===== src/hw/dram_fifo_pkg.sv =====
// stream FIFO shared definitions
// widths, word types, settings register offsets and the output buffer state

package dram_fifo_pkg;

    // --------------------------------------------------
    // widths
    // --------------------------------------------------
    localparam int DATA_W     = 64;                 // stream data
    localparam int RB_W       = 32;                 // settings data and readback
    localparam int SET_ADDR_W = 8;                  // settings address

    // --------------------------------------------------
    // word types
    // --------------------------------------------------
    typedef logic [DATA_W-1:0]     tdata_t;         // stream data word
    typedef logic [DATA_W:0]       mem_word_t;      // last flag on top, data below
    typedef logic [RB_W-1:0]       set_data_t;      // settings write data, readback
    typedef logic [SET_ADDR_W-1:0] set_addr_t;      // settings address

    // --------------------------------------------------
    // settings register map, offsets from SR_BASE
    // --------------------------------------------------
    localparam set_addr_t REG_BASE_OFS = 8'd0;      // window base
    localparam set_addr_t REG_MASK_OFS = 8'd1;      // window mask

    // output buffer fill level
    typedef enum logic [1:0] {
        EMPTY,                                      // nothing held
        ONE,                                        // oldest word only
        TWO                                         // both entries used
    } out_state_t;

endpackage


===== src/hw/fifo_read_out.sv =====
// two-entry output buffer between memory read data and the output stream
// tracks reads in flight so memory never returns more than it can hold

`timescale 1ns/1ps

module fifo_read_out (
    input  logic                      ddr3_axi_clk,
    input  logic                      i_rst,
    input  logic                      i_clear,
    input  logic                      i_rd_en,
    input  dram_fifo_pkg::mem_word_t  i_rd_word,
    output logic                      o_room,
    output dram_fifo_pkg::tdata_t     o_tdata,
    output logic                      o_tlast,
    output logic                      o_tvalid,
    input  logic                      i_tready
);

    localparam int DATA_W = dram_fifo_pkg::DATA_W;

    dram_fifo_pkg::out_state_t state_q;                 // words held
    logic                      rd_pend_q;               // read data arrives this cycle
    dram_fifo_pkg::mem_word_t  buf0_q;                  // oldest word, on the stream
    dram_fifo_pkg::mem_word_t  buf1_q;                  // second word
    logic                      cap;
    logic                      pop;

    assign cap      = rd_pend_q;
    assign pop      = o_tvalid && i_tready;
    assign o_tvalid = (state_q != dram_fifo_pkg::EMPTY);
    assign o_tdata  = buf0_q[DATA_W-1:0];
    assign o_tlast  = buf0_q[DATA_W];

    // held plus in flight below two
    assign o_room = (state_q == dram_fifo_pkg::EMPTY) ||
                    ((state_q == dram_fifo_pkg::ONE) && !rd_pend_q);

    // --------------------------------------------------
    // control state
    // --------------------------------------------------
    always_ff @(posedge ddr3_axi_clk) begin
        if (i_rst || i_clear) begin
            state_q   <= dram_fifo_pkg::EMPTY;
            rd_pend_q <= 1'b0;                          // clear drops a read in flight
        end else begin
            rd_pend_q <= i_rd_en;
            case (state_q)
                dram_fifo_pkg::EMPTY: if (cap) state_q <= dram_fifo_pkg::ONE;
                dram_fifo_pkg::ONE: begin
                    if (cap && !pop) state_q <= dram_fifo_pkg::TWO;
                    else if (!cap && pop) state_q <= dram_fifo_pkg::EMPTY;
                end
                dram_fifo_pkg::TWO: if (pop && !cap) state_q <= dram_fifo_pkg::ONE;
                default: state_q <= dram_fifo_pkg::EMPTY;
            endcase
        end
    end

    // --------------------------------------------------
    // payload, shifts toward buf0 on pop
    // --------------------------------------------------
    always_ff @(posedge ddr3_axi_clk) begin
        case (state_q)
            dram_fifo_pkg::EMPTY: if (cap) buf0_q <= i_rd_word;
            dram_fifo_pkg::ONE: begin
                if (cap && pop) buf0_q <= i_rd_word;    // replace the word leaving
                else if (cap) buf1_q <= i_rd_word;
            end
            dram_fifo_pkg::TWO: begin
                if (pop) buf0_q <= buf1_q;
                if (cap) buf1_q <= i_rd_word;
            end
            default: buf0_q <= buf0_q;
        endcase
    end

endmodule


===== config.mk =====
export PLATFORM = sky130hd
export DESIGN_NAME = fifo_read_out
export DESIGN_NICKNAME = d
export VERILOG_FILES = /design/src/hw/dram_fifo_pkg.sv /design/src/hw/fifo_read_out.sv
export SDC_FILE = /design/constraint.sdc
export NUM_CORES = 1
export LEC_CHECK = 0
export ABC_AREA = 1
export BUFFER_PORTS_ARGS = -buffer_cell sky130_fd_sc_hd__buf_2
export CORE_MARGIN = 8
export CORE_UTILIZATION = 30
export CTS_CLUSTER_DIAMETER = 30
export DETAILED_ROUTE_END_ITERATION = 10
export GPL_ROUTABILITY_DRIVEN = 0
export GPL_TIMING_DRIVEN = 0
export PLACE_DENSITY_LB_ADDON = 0.2
export SLEW_MARGIN = 5
export SYNTH_ARGS = -nofsm -noshare
export SYNTH_HDL_FRONTEND = slang
export SYNTH_SLANG_ARGS = --single-unit

===== constraint.sdc =====
create_clock -name ddr3_axi_clk -period 6.67 [get_ports ddr3_axi_clk]
set_input_delay 0.3335 -clock ddr3_axi_clk [delete_from_list [all_inputs] [get_ports ddr3_axi_clk]]
set_output_delay 0.3335 -clock ddr3_axi_clk [all_outputs]
set_load 0.02 [all_outputs]

---- Word-level counts from Yosys, hierarchy flattened ----
Cells that the tools add are included.
word-level totals
  register bits ........................... 133
  bits in latches ......................... 0
  RAM bits ................................ 0
  ROM bits ................................ 0
  input port bits ......................... 70
  output and inout port bits .............. 67
  word-level logic and storage cells ...... 40
  memories ................................ 0
cells by class
  add/sub/neg operators ................... 0
  multipliers ............................. 0
  div/mod/pow operators ................... 0
  magnitude comparators ................... 0
  eq/ne operators ......................... 8
  shift operators ......................... 0
  muxes and demuxes ....................... 12
  bitwise operators ....................... 0
  reduce and logical (&&, ||, !) cells .... 16
operator list
  cell                                                   number
  two-way mux 65 bit                                     5
  case mux 65 bit (3 select lines)                       1
  case mux 65 bit (2 select lines)                       1
  two-way mux 2 bit                                      4
  inequality test 2 bit, second input constant           4
  case mux 2 bit (3 select lines)                        1
  logical AND 1 bit                                      5
  AND reduction 4 bit                                    1
  nonzero test 2 bit                                     2
  inequality test 3 x 1 -> 1 bit, second input constant  1
  AND reduction 3 bit                                    1
  nonzero test 3 bit                                     1
  equality test 2 x 1 -> 1 bit, second input constant    1
  equality test 2 bit, second input constant             1
  zero test 1 bit                                        2
  zero test 2 bit                                        1
  logical OR 1 bit                                       2
  inequality test 2 x 1 -> 1 bit, second input constant  1
  AND reduction 2 bit                                    1

---- Longest topological paths before layout ----
  depth after elaboration ................. 6
  depth in mapped cells ................... 6

---- Worst setup path before layout ----
Ideal clock, no wire load.
  path type ............................... register -> register
  start ................................... register state_q[1]
  end ..................................... register buf1_q[0], enable pin
  library setup time ...................... 578 ps
  data arrival time ....................... 5249 ps
  path slack .............................. 844 ps
  stages on the path, launching flop included .. 4
  buffers on the path ..................... 1
  period minus slack after synthesis ...... 5826 ps
  cells stage by stage .................... dfxtp_1 > nand2_2 > buf_4 > o21ai_0
on the way
  word-level cells in the longest chain between the ends .. 5
RTL lines
  element                            RTL line             source
  from (decl)                        fifo_read_out.sv:21  dram_fifo_pkg::out_state_t state_q;
  from (signal assigned)             fifo_read_out.sv:43  state_q <= dram_fifo_pkg::EMPTY;
  from (signal assigned)             fifo_read_out.sv:48  dram_fifo_pkg::EMPTY: if (cap) state_q <= dram_fifo_pkg::ONE;
  from (signal assigned)             fifo_read_out.sv:50  if (cap && !pop) state_q <= dram_fifo_pkg::TWO;
  nonzero test 2 bit                 fifo_read_out.sv:30  assign o_tvalid = (state_q != dram_fifo_pkg::EMPTY);
  logical AND 1 bit                  fifo_read_out.sv:29  assign pop = o_tvalid && i_tready;
  logical AND 1 bit                  fifo_read_out.sv:66  if (cap && pop) buf0_q <= i_rd_word;
  inequality test 2 bit (no line)    --
  AND reduction 2 bit (no line) (*)  --
  to (signal assigned)               fifo_read_out.sv:67  else if (cap) buf1_q <= i_rd_word;
  to (signal assigned)               fifo_read_out.sv:71  if (cap) buf1_q <= i_rd_word;
  to (decl)                          fifo_read_out.sv:24  dram_fifo_pkg::mem_word_t buf1_q;
Every way passes the cells marked *; elsewhere a longest branch is shown, timed or not.
A chain may end at the register's enable or synchronous reset.

---- Worst setup path in the final report ----
  start ................................... register state_q[1]
  end ..................................... register buf0_q[49], enable pin
on the way
  word-level cells in the longest chain between the ends .. 5
RTL lines
  element                                   RTL line             source
  nonzero test 2 bit                        fifo_read_out.sv:30
  logical AND 1 bit                         fifo_read_out.sv:29
  logical AND 1 bit                         fifo_read_out.sv:66
  inequality test 2 x 1 -> 1 bit (no line)  --
  AND reduction 4 bit (no line) (*)         --
  to (signal assigned)                      fifo_read_out.sv:64  dram_fifo_pkg::EMPTY: if (cap) buf0_q <= i_rd_word;
  to (signal assigned)                      fifo_read_out.sv:66
  to (signal assigned)                      fifo_read_out.sv:70  if (pop) buf0_q <= buf1_q;
  to (decl)                                 fifo_read_out.sv:23  dram_fifo_pkg::mem_word_t buf0_q;
Marks and branches as above.

==> flow_summary.json <==
{
  "outcome": "finished clean",
  "hold_path.class": "in -> reg",
  "period_share": 0.297,
  "grt_pass1_wl_um": 17800,
  "syn_area_per_cell_um2": 13.3,
  "vias": 3149,
  "diodes": 0,
  "seq_area_frac_synth": 0.808,
  "maxCapViolations": 0,
  "rr_startpoint": "state_q[1]$_SDFFE_PP0P_",
  "cts_setup_buffers": 0,
  "drt_iter0_markers": 193,
  "synth_area_leaders": "edfxtp_1, nand2_1, dfxtp_1",
  "ir_drop_mv": 0.158,
  "power_frac_clock": 0.475,
  "p_leak_nw": 2.72,
  "clk_path_buf_depth": 2,
  "switching_share": 0.200,
  "crit_path_max_fanout": 42,
  "total_power_mw": 1.94,
  "crit_type": "reg -> reg",
  "switchingPower_mw": 0.387,
  "cts_buffers": 17,
  "internal-power_mw": 1.55,
  "layout_min_cycle_time_ns": 1.98,
  "crit_end": "buf0_q[49]$_DFFE_PP_",
  "htree_levels": 4,
  "synth_cells": 369,
  "finalHoldViolCount": 0,
  "synth_warnings": 0,
  "root_buffer": "clkbuf_16",
  "area_growth_pct": 33.5,
  "endpoint_kind": "register",
  "wl_per_cell_um": 15.0,
  "hold_slack_ns": 0.118,
  "synth-seq-cells": 133,
  "utilization": 0.411,
  "dr.pass1.iters": 4,
  "finClkSkew_ns": 0.00592,
  "arrival_ns": 2.07,
  "clk_pin_slew_ns": 0.06,
  "track_usage": 0.114,
  "cts_resized": 0,
  "required_ns": 6.76,
  "synth_commonest_cells": "nand2_1, edfxtp_1, inv_1, buf_2, nor2_1",
  "die_w_um": 144,
  "power_density_mw_per_mm2": 296,
  "setup_slack_ns": 4.69,
  "drtAntennaViolNets": 0,
  "combPwrFrac": 0.042,
  "n_fill_cell": 1579,
  "layout.nets": 598,
  "portBuffers": 136,
  "r2r_end": "buf0_q[49]$_DFFE_PP_",
  "antenna_found_initial": 0,
  "wl_um": 11400,
  "timing.critical_path.from": "state_q[1]$_SDFFE_PP0P_",
  "ys_async_sr_fraction": 0,
  "dieArea_mm2": 0.0207,
  "post-place-ws_ns": 4.66,
  "rows": 46,
  "r2r_setup_slack_ns": 4.69,
  "grt_pass1_vias": 3355,
  "yosysTopAreaCell": "edfxtp_1",
  "start_util": 0.308,
  "clk_latency_ns": 0.40,
  "synth-edff-count": 130,
  "drcViolationCount": 0,
  "pwr-share-seq": 0.483,
  "slew_viol_final": 0,
  "ctsHoldBuffers": 0,
  "die_h_um": 144,
  "synth_most_common_cell": "nand2_1",
  "synth_cell_types": 16,
  "max_freq_mhz": 504,
  "slew_headroom": 0.660,
  "cts_tree": "yes",
  "drive_above_1_share": 0.338,
  "overflow": 0,
  "whs_path_depth": 1,
  "cts_sinks": 133,
  "dpl.hpwl_um": 7810,
  "grt_setup_unrepaired": "false",
  "ys.flop_type": "edfxtp_1",
  "synth_area_mm2": 0.00491,
  "tightest_slew_ns": 0.510,
  "grt_max_degree": 43,
  "core_area_mm2": 0.0159,
  "synth.top_cell.area_share": 0.796,
  "critPathLaunchType": "register",
  "io_pins": 137,
  "rr_worst_depth": 6,
  "setup_violations": 0,
  "viasPerCell": 4.16,
  "syn_nets": 439
}
cell usage in the layout (no fill, tap or decap):
cell type,n
a21oi_1,3
buf_12,1
buf_16,3
buf_2,141
buf_4,3
buf_6,3
bufinv_16,3
clkbuf_1,7
clkbuf_16,17
clkinv_1,2
clkinv_2,4
clkinv_4,1
clkinvlp_4,1
dfxtp_1,3
edfxtp_1,130
inv_1,5
inv_2,1
inv_4,1
nand2_1,199
nand2_2,1
nand3_1,2
nor2_1,5
nor2_2,1
o21ai_0,2
o21ai_4,1
or2_2,1
area by class of cell:
class | count | area [um2] | area share
inverter | 7 | 28.8 | 0.00439
clock inverter | 11 | 134 | 0.0204
buffer | 14 | 92.6 | 0.0141
clock buffer | 21 | 440 | 0.0673
timing repair buffer | 140 | 783 | 0.120
multi-input combinational | 215 | 836 | 0.128
tap | 216 | 270 | 0.0413
sequential | 133 | 3960 | 0.605
power groups by stage:
stage          Sequential, mW  Combinational (mW)  Clock [mW]
6_report                0.936              0.0809       0.919
5_1_grt                 0.936              0.0909       0.981
4_1_cts                 0.936              0.0828       0.943
3_5_place_dp            0.953              0.0828           0
3_3_place_gp            0.955              0.0784           0
2_1_floorplan           0.968              0.0230           0
flip-flops by register name (all words and copies together), names as in the netlist:
register,count
buf0_q,65
buf1_q,65
state_q,2
cap,1
cells by family after synthesis:
family,share of synthesized area
AOI/OAI and AO/OA,0.00612
and+or+nand+nor,0.162
DFF,0.808
buffers and inverters,0.0242
stage by stage:
| stage | std cells | TNS, ns | cell area [um2] |
|---|---|---|---|
| finish | 757 | 0 | 6550 |
| global route | 757 | 0 | 6550 |
| CTS | 757 | 0 | 6550 |
| detailed placement | 725 | 0 | 5970 |
| global placement | 721 | -147.58 | 5860 |
| floorplan | 369 | 0 | 4910 |
metal layers:
| metal | GRT usage | up-vias | wire length (um) |
|---|---|---|---|
| met4 | 0.0454 | 0 | 146 |
| met2 | 0.176 | 106 | 5180 |
| met5 | 0 | - | 0 |
| met3 | 0.0488 | 12 | 941 |
| met1 | 0.138 | 1470 | 5080 |
| li1 | - | 1561 | - |
worst min-delay path by stage:
stage | from | endpoint | slack (ns)
6_report | i_rd_word[8] | buf1_q[8]$_DFFE_PP_ | 0.12
2_1_floorplan | i_rd_word[0] | buf1_q[0]$_DFFE_PP_ | 0.43
3_3_place_gp | buf1_q[53]$_DFFE_PP_ | buf0_q[53]$_DFFE_PP_ | 0.49
5_1_grt | i_rd_word[1] | buf1_q[1]$_DFFE_PP_ | 0.09
4_1_cts | i_rd_word[1] | buf1_q[1]$_DFFE_PP_ | 0.09
3_5_place_dp | buf1_q[47]$_DFFE_PP_ | buf0_q[47]$_DFFE_PP_ | 0.50
critical path, cell delays in order, from the launching register on:
cell     delay (ns)
dfxtp_1        0.47
nand2_2        0.12
buf_4          0.20
o21ai_0        0.09
o21ai_0        0.16
inv_4          0.32
buf_16         0.28
Power figures use the tool's default switching activity.
