==> src/hw/dram_fifo_pkg.sv <==
// stream FIFO shared definitions
// widths, word types, settings register offsets and the output buffer state

package dram_fifo_pkg;

    // --------------------------------------------------
    // widths
    // --------------------------------------------------
    localparam int DATA_W     = 64;                 // stream data
    localparam int RB_W       = 32;                 // settings data and readback
    localparam int SET_ADDR_W = 8;                  // settings address

    // --------------------------------------------------
    // word types
    // --------------------------------------------------
    typedef logic [DATA_W-1:0]     tdata_t;         // stream data word
    typedef logic [DATA_W:0]       mem_word_t;      // last flag on top, data below
    typedef logic [RB_W-1:0]       set_data_t;      // settings write data, readback
    typedef logic [SET_ADDR_W-1:0] set_addr_t;      // settings address

    // --------------------------------------------------
    // settings register map, offsets from SR_BASE
    // --------------------------------------------------
    localparam set_addr_t REG_BASE_OFS = 8'd0;      // window base
    localparam set_addr_t REG_MASK_OFS = 8'd1;      // window mask

    // output buffer fill level
    typedef enum logic [1:0] {
        EMPTY,                                      // nothing held
        ONE,                                        // oldest word only
        TWO                                         // both entries used
    } out_state_t;

endpackage

==> src/hw/fifo_settings_regs.sv <==
// settings bus decode for the FIFO window
// holds base and mask, pulses a FIFO clear on every write to either

`timescale 1ns/1ps

module fifo_settings_regs #(
    parameter int                ADDR_W       = 10,
    parameter int                SR_BASE      = 0,
    parameter logic [ADDR_W-1:0] DEFAULT_BASE = '0,
    parameter logic [ADDR_W-1:0] DEFAULT_MASK = {ADDR_W{1'b1}} << 8
) (
    input  logic                      ddr3_axi_clk,
    input  logic                      i_rst,
    input  logic                      i_set_stb,
    input  dram_fifo_pkg::set_addr_t  i_set_addr,
    input  dram_fifo_pkg::set_data_t  i_set_data,
    output logic [ADDR_W-1:0]         o_base,
    output logic [ADDR_W-1:0]         o_mask,
    output logic                      o_clear
);

    // absolute register addresses on the settings bus
    localparam dram_fifo_pkg::set_addr_t BASE_ADDR =
        dram_fifo_pkg::set_addr_t'(SR_BASE) + dram_fifo_pkg::REG_BASE_OFS;
    localparam dram_fifo_pkg::set_addr_t MASK_ADDR =
        dram_fifo_pkg::set_addr_t'(SR_BASE) + dram_fifo_pkg::REG_MASK_OFS;

    logic hit_base;                                     // strobe on base reg
    logic hit_mask;                                     // strobe on mask reg

    assign hit_base = i_set_stb && (i_set_addr == BASE_ADDR);
    assign hit_mask = i_set_stb && (i_set_addr == MASK_ADDR);

    // --------------------------------------------------
    // registers, all update one cycle after the strobe
    // --------------------------------------------------
    always_ff @(posedge ddr3_axi_clk) begin
        if (i_rst) begin
            o_base  <= DEFAULT_BASE;
            o_mask  <= DEFAULT_MASK;
            o_clear <= 1'b0;
        end else begin
            if (hit_base) begin
                o_base <= i_set_data[ADDR_W-1:0];       // upper bits ignored
            end
            if (hit_mask) begin
                o_mask <= i_set_data[ADDR_W-1:0];
            end
            o_clear <= hit_base || hit_mask;            // lines up with new window
        end
    end

endmodule

==> config.mk <==
export PLATFORM = sky130hd
export DESIGN_NAME = fifo_settings_regs
export DESIGN_NICKNAME = d
export VERILOG_FILES = /design/src/hw/dram_fifo_pkg.sv /design/src/hw/fifo_settings_regs.sv
export SDC_FILE = /design/constraint.sdc
export NUM_CORES = 1
export LEC_CHECK = 0
export ABC_AREA = 0
export ABC_CLOCK_PERIOD_IN_PS = 1600
export BUFFER_PORTS_ARGS = -buffer_cell sky130_fd_sc_hd__buf_2
export CAP_MARGIN = 10
export CORE_ASPECT_RATIO = 0.6
export CORE_MARGIN = 2
export CORE_UTILIZATION = 35
export DETAILED_ROUTE_END_ITERATION = 10
export PLACE_DENSITY_LB_ADDON = 0.3
export SLEW_MARGIN = 0
export SYNTH_ARGS = -nofsm -noshare
export SYNTH_HDL_FRONTEND = slang
export SYNTH_SLANG_ARGS = --single-unit
==> constraint.sdc <==
create_clock -name ddr3_axi_clk -period 1.6 [get_ports ddr3_axi_clk]
set_input_delay 0 -clock ddr3_axi_clk [delete_from_list [all_inputs] [get_ports ddr3_axi_clk]]
set_output_delay 0 -clock ddr3_axi_clk [all_outputs]
set_load 0.01 [all_outputs]
# After elaboration in Yosys (flattened, before gate mapping)
# Index checks and enable logic that the tools add are counted.
[totals]
mem_bits_ro = 0
in_bits = 43
wordCells = 8
reg_bits = 21
latchBits = 0
n_memories = 0
ram_bits = 0
[op_classes]
shift = 0
add_sub_neg = 0
mul = 0
n_eq_ne = 1
n_mux = 0
reduce_logical = 4
n_bitwise = 0
magnitude_cmp = 0
div = 0
[op_table]
columns = ["operator", "count"]
rows = [
  ["8-bit by 1-bit == test with 1-bit output (second input constant)", 1],
  ["8-bit logical NOT", 1],
  ["1-bit logical AND", 2],
  ["1-bit logical OR", 1],
]

# Logic depth before layout (Yosys ltp)
# Gate-level depths: netlist of the first run.
[logic_depth]
word_depth = 3
depth_mapped = 4

# Worst setup path after synthesis of the first run
# No wires, ideal clock.
[synth_timing]
path_type = "input to register"
start = "input i_set_addr[6]"
end = "register o_base[4]"
slack_ns = 0.328
setup_ns = 0.119
path_stages = 4
arrival_time_ns = 1.153
required_time_ns = 1.481
cell_sequence = "or4b_4 -> or3_1 -> buf_2 -> mux2i_1"
[synth_via]
elab_chain_len = 2
[synth_lines]
columns = ["item", "line", "source"]
rows = [
  ["from (decl)", "fifo_settings_regs.sv:15", "input dram_fifo_pkg::set_addr_t i_set_addr,"],
  ["8-bit logical NOT", "fifo_settings_regs.sv:31", "assign hit_base = i_set_stb && (i_set_addr == BASE_ADDR);"],
  ["1-bit logical AND", "fifo_settings_regs.sv:31", ""],
  ["to (signal assigned)", "fifo_settings_regs.sv:44", "o_base <= i_set_data[ADDR_W-1:0];"],
  ["to (decl)", "fifo_settings_regs.sv:17", "output logic [ADDR_W-1:0] o_base,"],
]
# Every way passes these cells.
# A chain may end at the register's enable or synchronous reset.

# Final worst setup path of the first run
# Ends and elaborated chain as after synthesis.

==> run metrics, run 1 <==
vias in the first global route=715; commonest non-fill, non-tap cells in the layout=41 x buf_2, 24 x nand2b_1, 21 x dfxtp_1, 18 x mux2i_1, 4 x nor2_1; layout cell share with drive strength beyond 1=38.46%; Overall Global Routing Usage=13.51%; post-CTS resize count=0; antenna violations before repair=0; DRT Pass-1 Iters=4; Placer Congestion=0.7005; PwrDens=774.2 nW/um^2; Post-Route Setup TNS=0 ps; Setup crit start kind=input port; CP endpoint kind=register; clock-pin slew on the worst setup and hold paths=70 ps; post-synthesis mux area share=19.97%; yosys synthesis warning count=0; Multi-input gate area=460.4 sq um; Critical Path AT=1340 ps; drt drc=0; die footprint=3013 sq um; die height=43.33 microns; drt total wl=1919 microns; outcome=finished, final reports clean; Post-CTS Hold Fix Bufs=0; RSZ-0062 raised after global routing=no; area share of fa/ha/maj cells after synthesis=0%; DRT iter0 DRCs=27; Crit-path slowest cell=or4b_4; Non-Filler Instances=162; largest net degree at the start of global routing=32; Site Rows=14; Nets=174; clock sink count=21; vias per cell=4.605; worst-skew pair later-pin latency=250 ps; syn avg cell area=10.37 sq um; delay of the slowest critical-path stage=570 ps; crit-path cells=buf_2 -> or4b_4 -> or3_1 -> mux2i_1; Data required, critical path=1730 ps; clk root buf=clkbuf_8; first-pass GRT wire length=3174 microns; hold crit path type=in2reg; Synth Area in Simple Gates=28.29%; leakage power=0.5601 nW; Routed Antenna Nets=0; Tmin final=1206 ps; routed length per instance=11.85 microns; TritonCTS clock tree=done; endpoints failing setup=0; DR vias=746; clk_skew=0 ps; WS Path Type=in2reg; Cell variety after synth=18; Slew HR=73.37%; Crit Path Max Fanout=5; syn nets=130; largest family of logic cells by synthesized area=simple AND/OR/NAND/NOR gates; Ports=64; Starting Density=36.52%; total grt overflow=0; Area Overhead vs Synth=32.32%; htree depth=1; sequential area share after synthesis=46.60%; Setup Buffers After CTS=0; Reg area=420.4 sq um; number of diodes=0; Synth Area in Compound Gates=2.774%; DP Cell Count=158; core area=2470 sq um; Mapped Area=902.1 sq um; Tcrit/Tclk final=75.39%; commonest non-fill, non-tap cell in the layout=buf_2; worst IR drop on VDD=360.5 uV; Max Slew Vio Count=0; Worst Tran Pin Value=399.5 ps; Synth Area in XOR/XNOR=0%; final hold violation count=0; PortBufs=41; Die X=69.54 microns; Max Buffers Root-to-Sink=2; Yosys reg bits=21; maxcap violations=0; fmax=829.0 MHz; Final HPWL DP=1436 microns; CTS buffer count=3; Post-Syn Instances=87; filler cell count=261
-- per-stage QoR --
stage	setup slack (ps)	area [sq um]	power [mW]	hold slack [ps]	utilization, %
after floorplan	327.6	902.1	0.5667	167.3	-
after global placement	145.7	1149	0.6006	286.1	46.50
after detailed placement	125.6	1149	0.6026	292.8	46.50
after CTS	396.9	1194	0.9417	23.99	48.33
after global routing	380.9	1194	0.9723	31.54	48.33
final	393.8	1194	0.9241	27.31	48.33
-- final cells by class --
| cell class | instances | area share [%] |
|---|---|---|
| multi-input cells | 61 | 38.57 |
| well taps | 32 | 3.354 |
| flip-flops and latches | 21 | 35.22 |
| repair buffers | 44 | 19.08 |
| clock buffers | 4 | 3.774 |
-- critical path, delay by kind of cell --
kind | cells | cell delay, ps
AND/OR/NAND/NOR | 2 | 1070
multiplexers | 1 | 160
buffers and inverters | 1 | 110
-- sequential cells by signal, summed over array words and instances (netlist names) --
signal   count
o_clear      1
o_base      10
o_mask      10
-- worst paths after layout --
kind                 startpoint         to  slack, ps  depth (start not counted)
setup / recovery  i_set_addr[6]  o_base[4]        390                          4
setup reg to reg      o_mask[8]  o_mask[8]        970                          2
hold reg to reg       o_base[9]  o_base[9]        470                          2
hold / removal    i_set_data[6]  o_base[6]         30                          3
-- synth_stat cells (all sizes together) --
master / number / area, sq um
mux2i: 18 / 180.2
nor2: 4 / 15.01
or4: 1 / 11.26
nor4b: 1 / 8.760
o31ai: 2 / 15.01
a21oi: 2 / 10.01
buf: 2 / 10.01
nor3: 2 / 15.01
clkbuf: 3 / 11.26
nor4: 1 / 6.260
nand2b: 24 / 150.1
nand3: 1 / 5.000
and3: 1 / 6.260
or4b: 1 / 13.76
nand4b: 2 / 17.52
dfxtp: 21 / 420.4
or3: 1 / 6.260
-- power by group --
part	internal [mW]	switching, mW	total (mW)
clock	0.177	0.157	0.334
sequential	0.523	0.000314	0.523
combinational	0.0361	0.0310	0.0671
-- kinds of logic after synthesis --
group,Yosys count
compound gates,4
buf+inv,5
flops,21
mux,18
simple gates,39
-- routing by layer --
| metal | GRT usage [%] | up-vias | wire [microns] |
|---|---|---|---|
| met1 | 17.41 | 337 | 941 |
| met2 | 20.96 | 20 | 831 |
| met4 | 1.176 | 0 | 7 |
| met5 | 0 | - | 0 |
| met3 | 7.363 | 2 | 139 |
| li1 | - | 387 | - |
(Power assumes the default switching activity.)
==> inputs of run 2 (changes only) <==
- ABC_CLOCK_PERIOD_IN_PS: 1600 -> 1100
- clock period: 1.6 -> 1.1 ns (I/O delays scaled with it)
==> run metrics, run 2 (synthesized netlist as in run 1, its figures left out) <==
Ports=64; Die X=69.54 microns; maxcap violations=0; Data required, critical path=1290 ps; largest registers=o_base (10), o_mask (10), o_clear (1); Starting Density=36.52%; Final Power=1.362 mW; core area=2470 sq um; Routed Antenna Nets=0; RSZ-0062 raised after global routing=yes; Non-Filler Instances=166; Placer Congestion=0.6783; total grt overflow=0; worst-skew pair later-pin latency=250 ps; Max Buffers Root-to-Sink=2; fmax=938.2 MHz; first-pass GRT wire length=3456 microns; final hold violation count=0; leakage power=0.5969 nW; post-layout util=50.96%; Critical Path AT=1250 ps; routed length per instance=13.03 microns; clk root buf=clkbuf_8; PwrDens=1082 nW/um^2; Tcrit/Tclk final=96.90%; Crit Path Max Fanout=4; die footprint=3013 sq um; DRT iter0 DRCs=24; WHS=25.10 ps; clock-pin slew on the worst setup and hold paths=70 ps; Area Overhead vs Synth=39.53%; largest net degree at the start of global routing=32; number of diodes=0; outcome=finished, final reports clean; htree depth=1; Max Slew Vio Count=0; PortBufs=41; CTS buffer count=3; Site Rows=14; DRT Pass-1 Iters=3; CP endpoint kind=register; commonest non-fill, non-tap cells in the layout=39 x buf_2, 24 x nand2b_1, 21 x dfxtp_1, 18 x mux2i_1, 5 x buf_6; Post-DP Area=1179 sq um; Slew HR=73.44%; hold crit path type=in2reg; endpoints failing setup=0; DR vias=768; WS Path Type=in2reg; worst IR drop on VDD=690.5 uV; Tmin final=1066 ps; Setup crit start kind=input port; antenna violations before repair=0; Worst Tran Pin Value=398.4 ps; drt total wl=2163 microns; commonest non-fill, non-tap cell in the layout=buf_2; layout cell share with drive strength beyond 1=41.04%; drt drc=0; TritonCTS clock tree=done; clk_skew=0 ps; Final HPWL DP=1603 microns; DP Cell Count=162; final instance area=1259 sq um; die height=43.33 microns; vias per cell=4.627; Overall Global Routing Usage=14.84%; Nets=178; vias in the first global route=762; clock sink count=21
run 2: cell types whose count changed in the layout (fill, tap and decap cells not counted), sizes merged:
cell / previous run / this run
buf: 44 / 48
run 2: metrics by stage:
step | TNS [ps] | setup WS (ps)
final | 0 | 34.13
after global routing | -19.48 | -19.48
after CTS | 0 | 6.749
after detailed placement | -3337 | -309.5
after global placement | -2662 | -280.4
after floorplan | -943.3 | -170.0
run 2: final timing paths:
| path | startpoint | to | depth (start not counted) | slack (ps) |
|---|---|---|---|---|
| setup / recovery | i_set_addr[2] | o_base[1] | 6 | 30 |
| hold reg to reg | o_mask[7] | o_mask[7] | 2 | 480 |
| hold / removal | i_set_data[6] | o_base[6] | 3 | 30 |
| setup reg to reg | o_base[9] | o_base[9] | 2 | 460 |
run 2: layout make-up:
cell class	count	area, sq um
well taps	32	40.04
flip-flops and latches	21	420.4
fillers	221	1211
multi-input cells	61	471.7
clock buffers	4	45.04
repair buffers	48	281.5
run 2: layer usage:
layer / wire length (microns) / track usage (%) / part of all wire [%] / up-vias
met1: 973 / 18.46 / 45 / 338
met2: 967 / 22.88 / 45 / 28
met3: 195 / 8.076 / 9.0 / 5
li1: - / - / - / 397
met5: 0 / 0 / 0 / -
met4: 25 / 3.529 / 1.2 / 0
run 2: timing repair:
item / CTS / global route
pin swaps: 1 / 2
buffers inserted: 0 / 0
gates resized for setup: 3 / 4
endpoints found under the setup margin: 8 / 4
hold buffers: 0 / 0
run 2: critical path, cell delays in order:
cell and delay, ps:
buf_6 90, or4b_4 540, buf_6 150, nor3_4 160, buf_6 140, mux2i_1 170
run 2: where the power goes:
group	switching [mW]	leakage (nW)	internal, mW
registers	0.000460	0.169	0.761
logic	0.0514	0.405	0.0607
clock network	0.232	0.0228	0.257
total	0.284	0.597	1.08
==> inputs of run 3 (changes only) <==
- CORE_ASPECT_RATIO: 0.6 -> 0.9
- SKIP_CTS_REPAIR_TIMING: unset -> 1
==> run metrics, run 3 (synthesized netlist as in run 1, its figures left out) <==
outcome=finished, violations left; violated checks=hold timing; final hold violation count=4; largest registers=o_base (10), o_mask (10), o_clear (1); Ports=64; Hold Path Sink=o_base[4]; number of diodes=0; Nets=180; CP endpoint kind=register; filler cell count=239; Setup crit start kind=input port; commonest non-fill, non-tap cells in the layout=41 x buf_2, 24 x nand2b_1, 21 x dfxtp_1, 18 x mux2i_1; clock-pin slew on the worst setup and hold paths=120 ps; leakage power=0.5832 nW; reg2reg end=o_mask[8]; worst r2r src=o_mask[8]; Die X=57.52 microns; Routed Antenna Nets=0; Site Rows=17; layout cell share with drive strength beyond 1=38.97%; hold crit path type=in2reg; TritonCTS clock tree=done; core area=2446 sq um; worst-skew pair later-pin latency=290 ps; worst r2r path cells=2; Final HPWL DP=1603 microns; Max Slew Vio Count=0; fmax=951.8 MHz; CTS buffer count=3; WHS=-13.73 ps; vias in the first global route=834; hold path start=i_set_data[4]; Post-Route Setup TNS=0 ps; DR vias=813; DRT iter0 DRCs=13; Tcrit/Tclk final=95.52%; vias per cell=4.957; first-pass GRT wire length=3519 microns; post-layout util=50.79%; antenna violations before repair=0; clock sink count=21; drt drc=0; DRT Pass-1 Iters=4; clk_skew=0 ps; hold depth=3; WS Path Type=in2reg; largest net degree at the start of global routing=32; Crit Path Max Fanout=4; Max Buffers Root-to-Sink=2; Final Power=1.235 mW; die height=52.17 microns; worst IR drop on VDD=940.8 uV; htree depth=1; clk root buf=clkbuf_4; commonest non-fill, non-tap cell in the layout=buf_2; Slew HR=73.72%; Tmin final=1051 ps; Overall Global Routing Usage=15.27%; PwrDens=993.7 nW/um^2; FF-to-FF setup slack=480 ps; Placer Congestion=0.7102; Data required, critical path=1320 ps; die footprint=3000 sq um; PortBufs=41; routed length per instance=12.34 microns; drt total wl=2023 microns; Area Overhead vs Synth=37.73%; Worst Tran Pin Value=394.3 ps; Critical Path AT=1270 ps; RSZ-0062 raised after global routing=no; total grt overflow=0; endpoints failing setup=0; maxcap violations=0; Starting Density=36.88%
==> run 3: worst max-delay path by stage <==
stage / from / end / slack [ps] / cells past startpoint
after floorplan: i_set_addr[6] / o_base[4] / -170 / 4
after global placement: i_set_addr[6] / o_base[5] / -270 / 4
after detailed placement: i_set_addr[6] / o_base[6] / -320 / 4
after CTS: i_set_addr[6] / o_base[6] / 10 / 4
after global routing: i_set_addr[6] / o_base[1] / 30 / 6
final: i_set_addr[6] / o_base[3] / 50 / 6
==> run 3: cell type report <==
cell class	count	area (sq um)	area share [%]
flip-flops and latches	21	420.4	33.84
well taps	28	35.03	2.820
multi-input cells	61	465.4	37.46
clock buffers	4	26.28	2.115
repair buffers	50	295.3	23.77
==> run 3: per-layer routing <==
| metal | share of wire [%] | up-vias | global-route usage (%) | wire length (microns) |
|---|---|---|---|---|
| met3 | 6.8 | 2 | 5.721 | 138 |
| met1 | 39 | 389 | 16.03 | 795 |
| met5 | 0 | - | 0 | 0 |
| met4 | 0.59 | 0 | 3.101 | 12 |
| met2 | 53 | 26 | 28.98 | 1077 |
| li1 | - | 396 | - | - |
==> run 3: report_power, final <==
part | internal [mW] | switching (mW)
sequential | 0.761 | 0.000446
clock | 0.141 | 0.220
combinational | 0.0632 | 0.0485
==> run 3: through the flow <==
stage	cells	cell area, sq um	worst slack [ps]
after floorplan	87	908.4	-170.0
after global placement	157	1179	-270.1
after detailed placement	157	1179	-315.9
after CTS	161	1205	13.40
after global routing	164	1242	25.14
final	164	1242	49.32
==> run 3: critical path, cell delays in order <==
cell     delay, ps
buf_2          110
or4b_4         530
buf_4          160
nor3_2         110
buf_4          170
mux2i_1        190
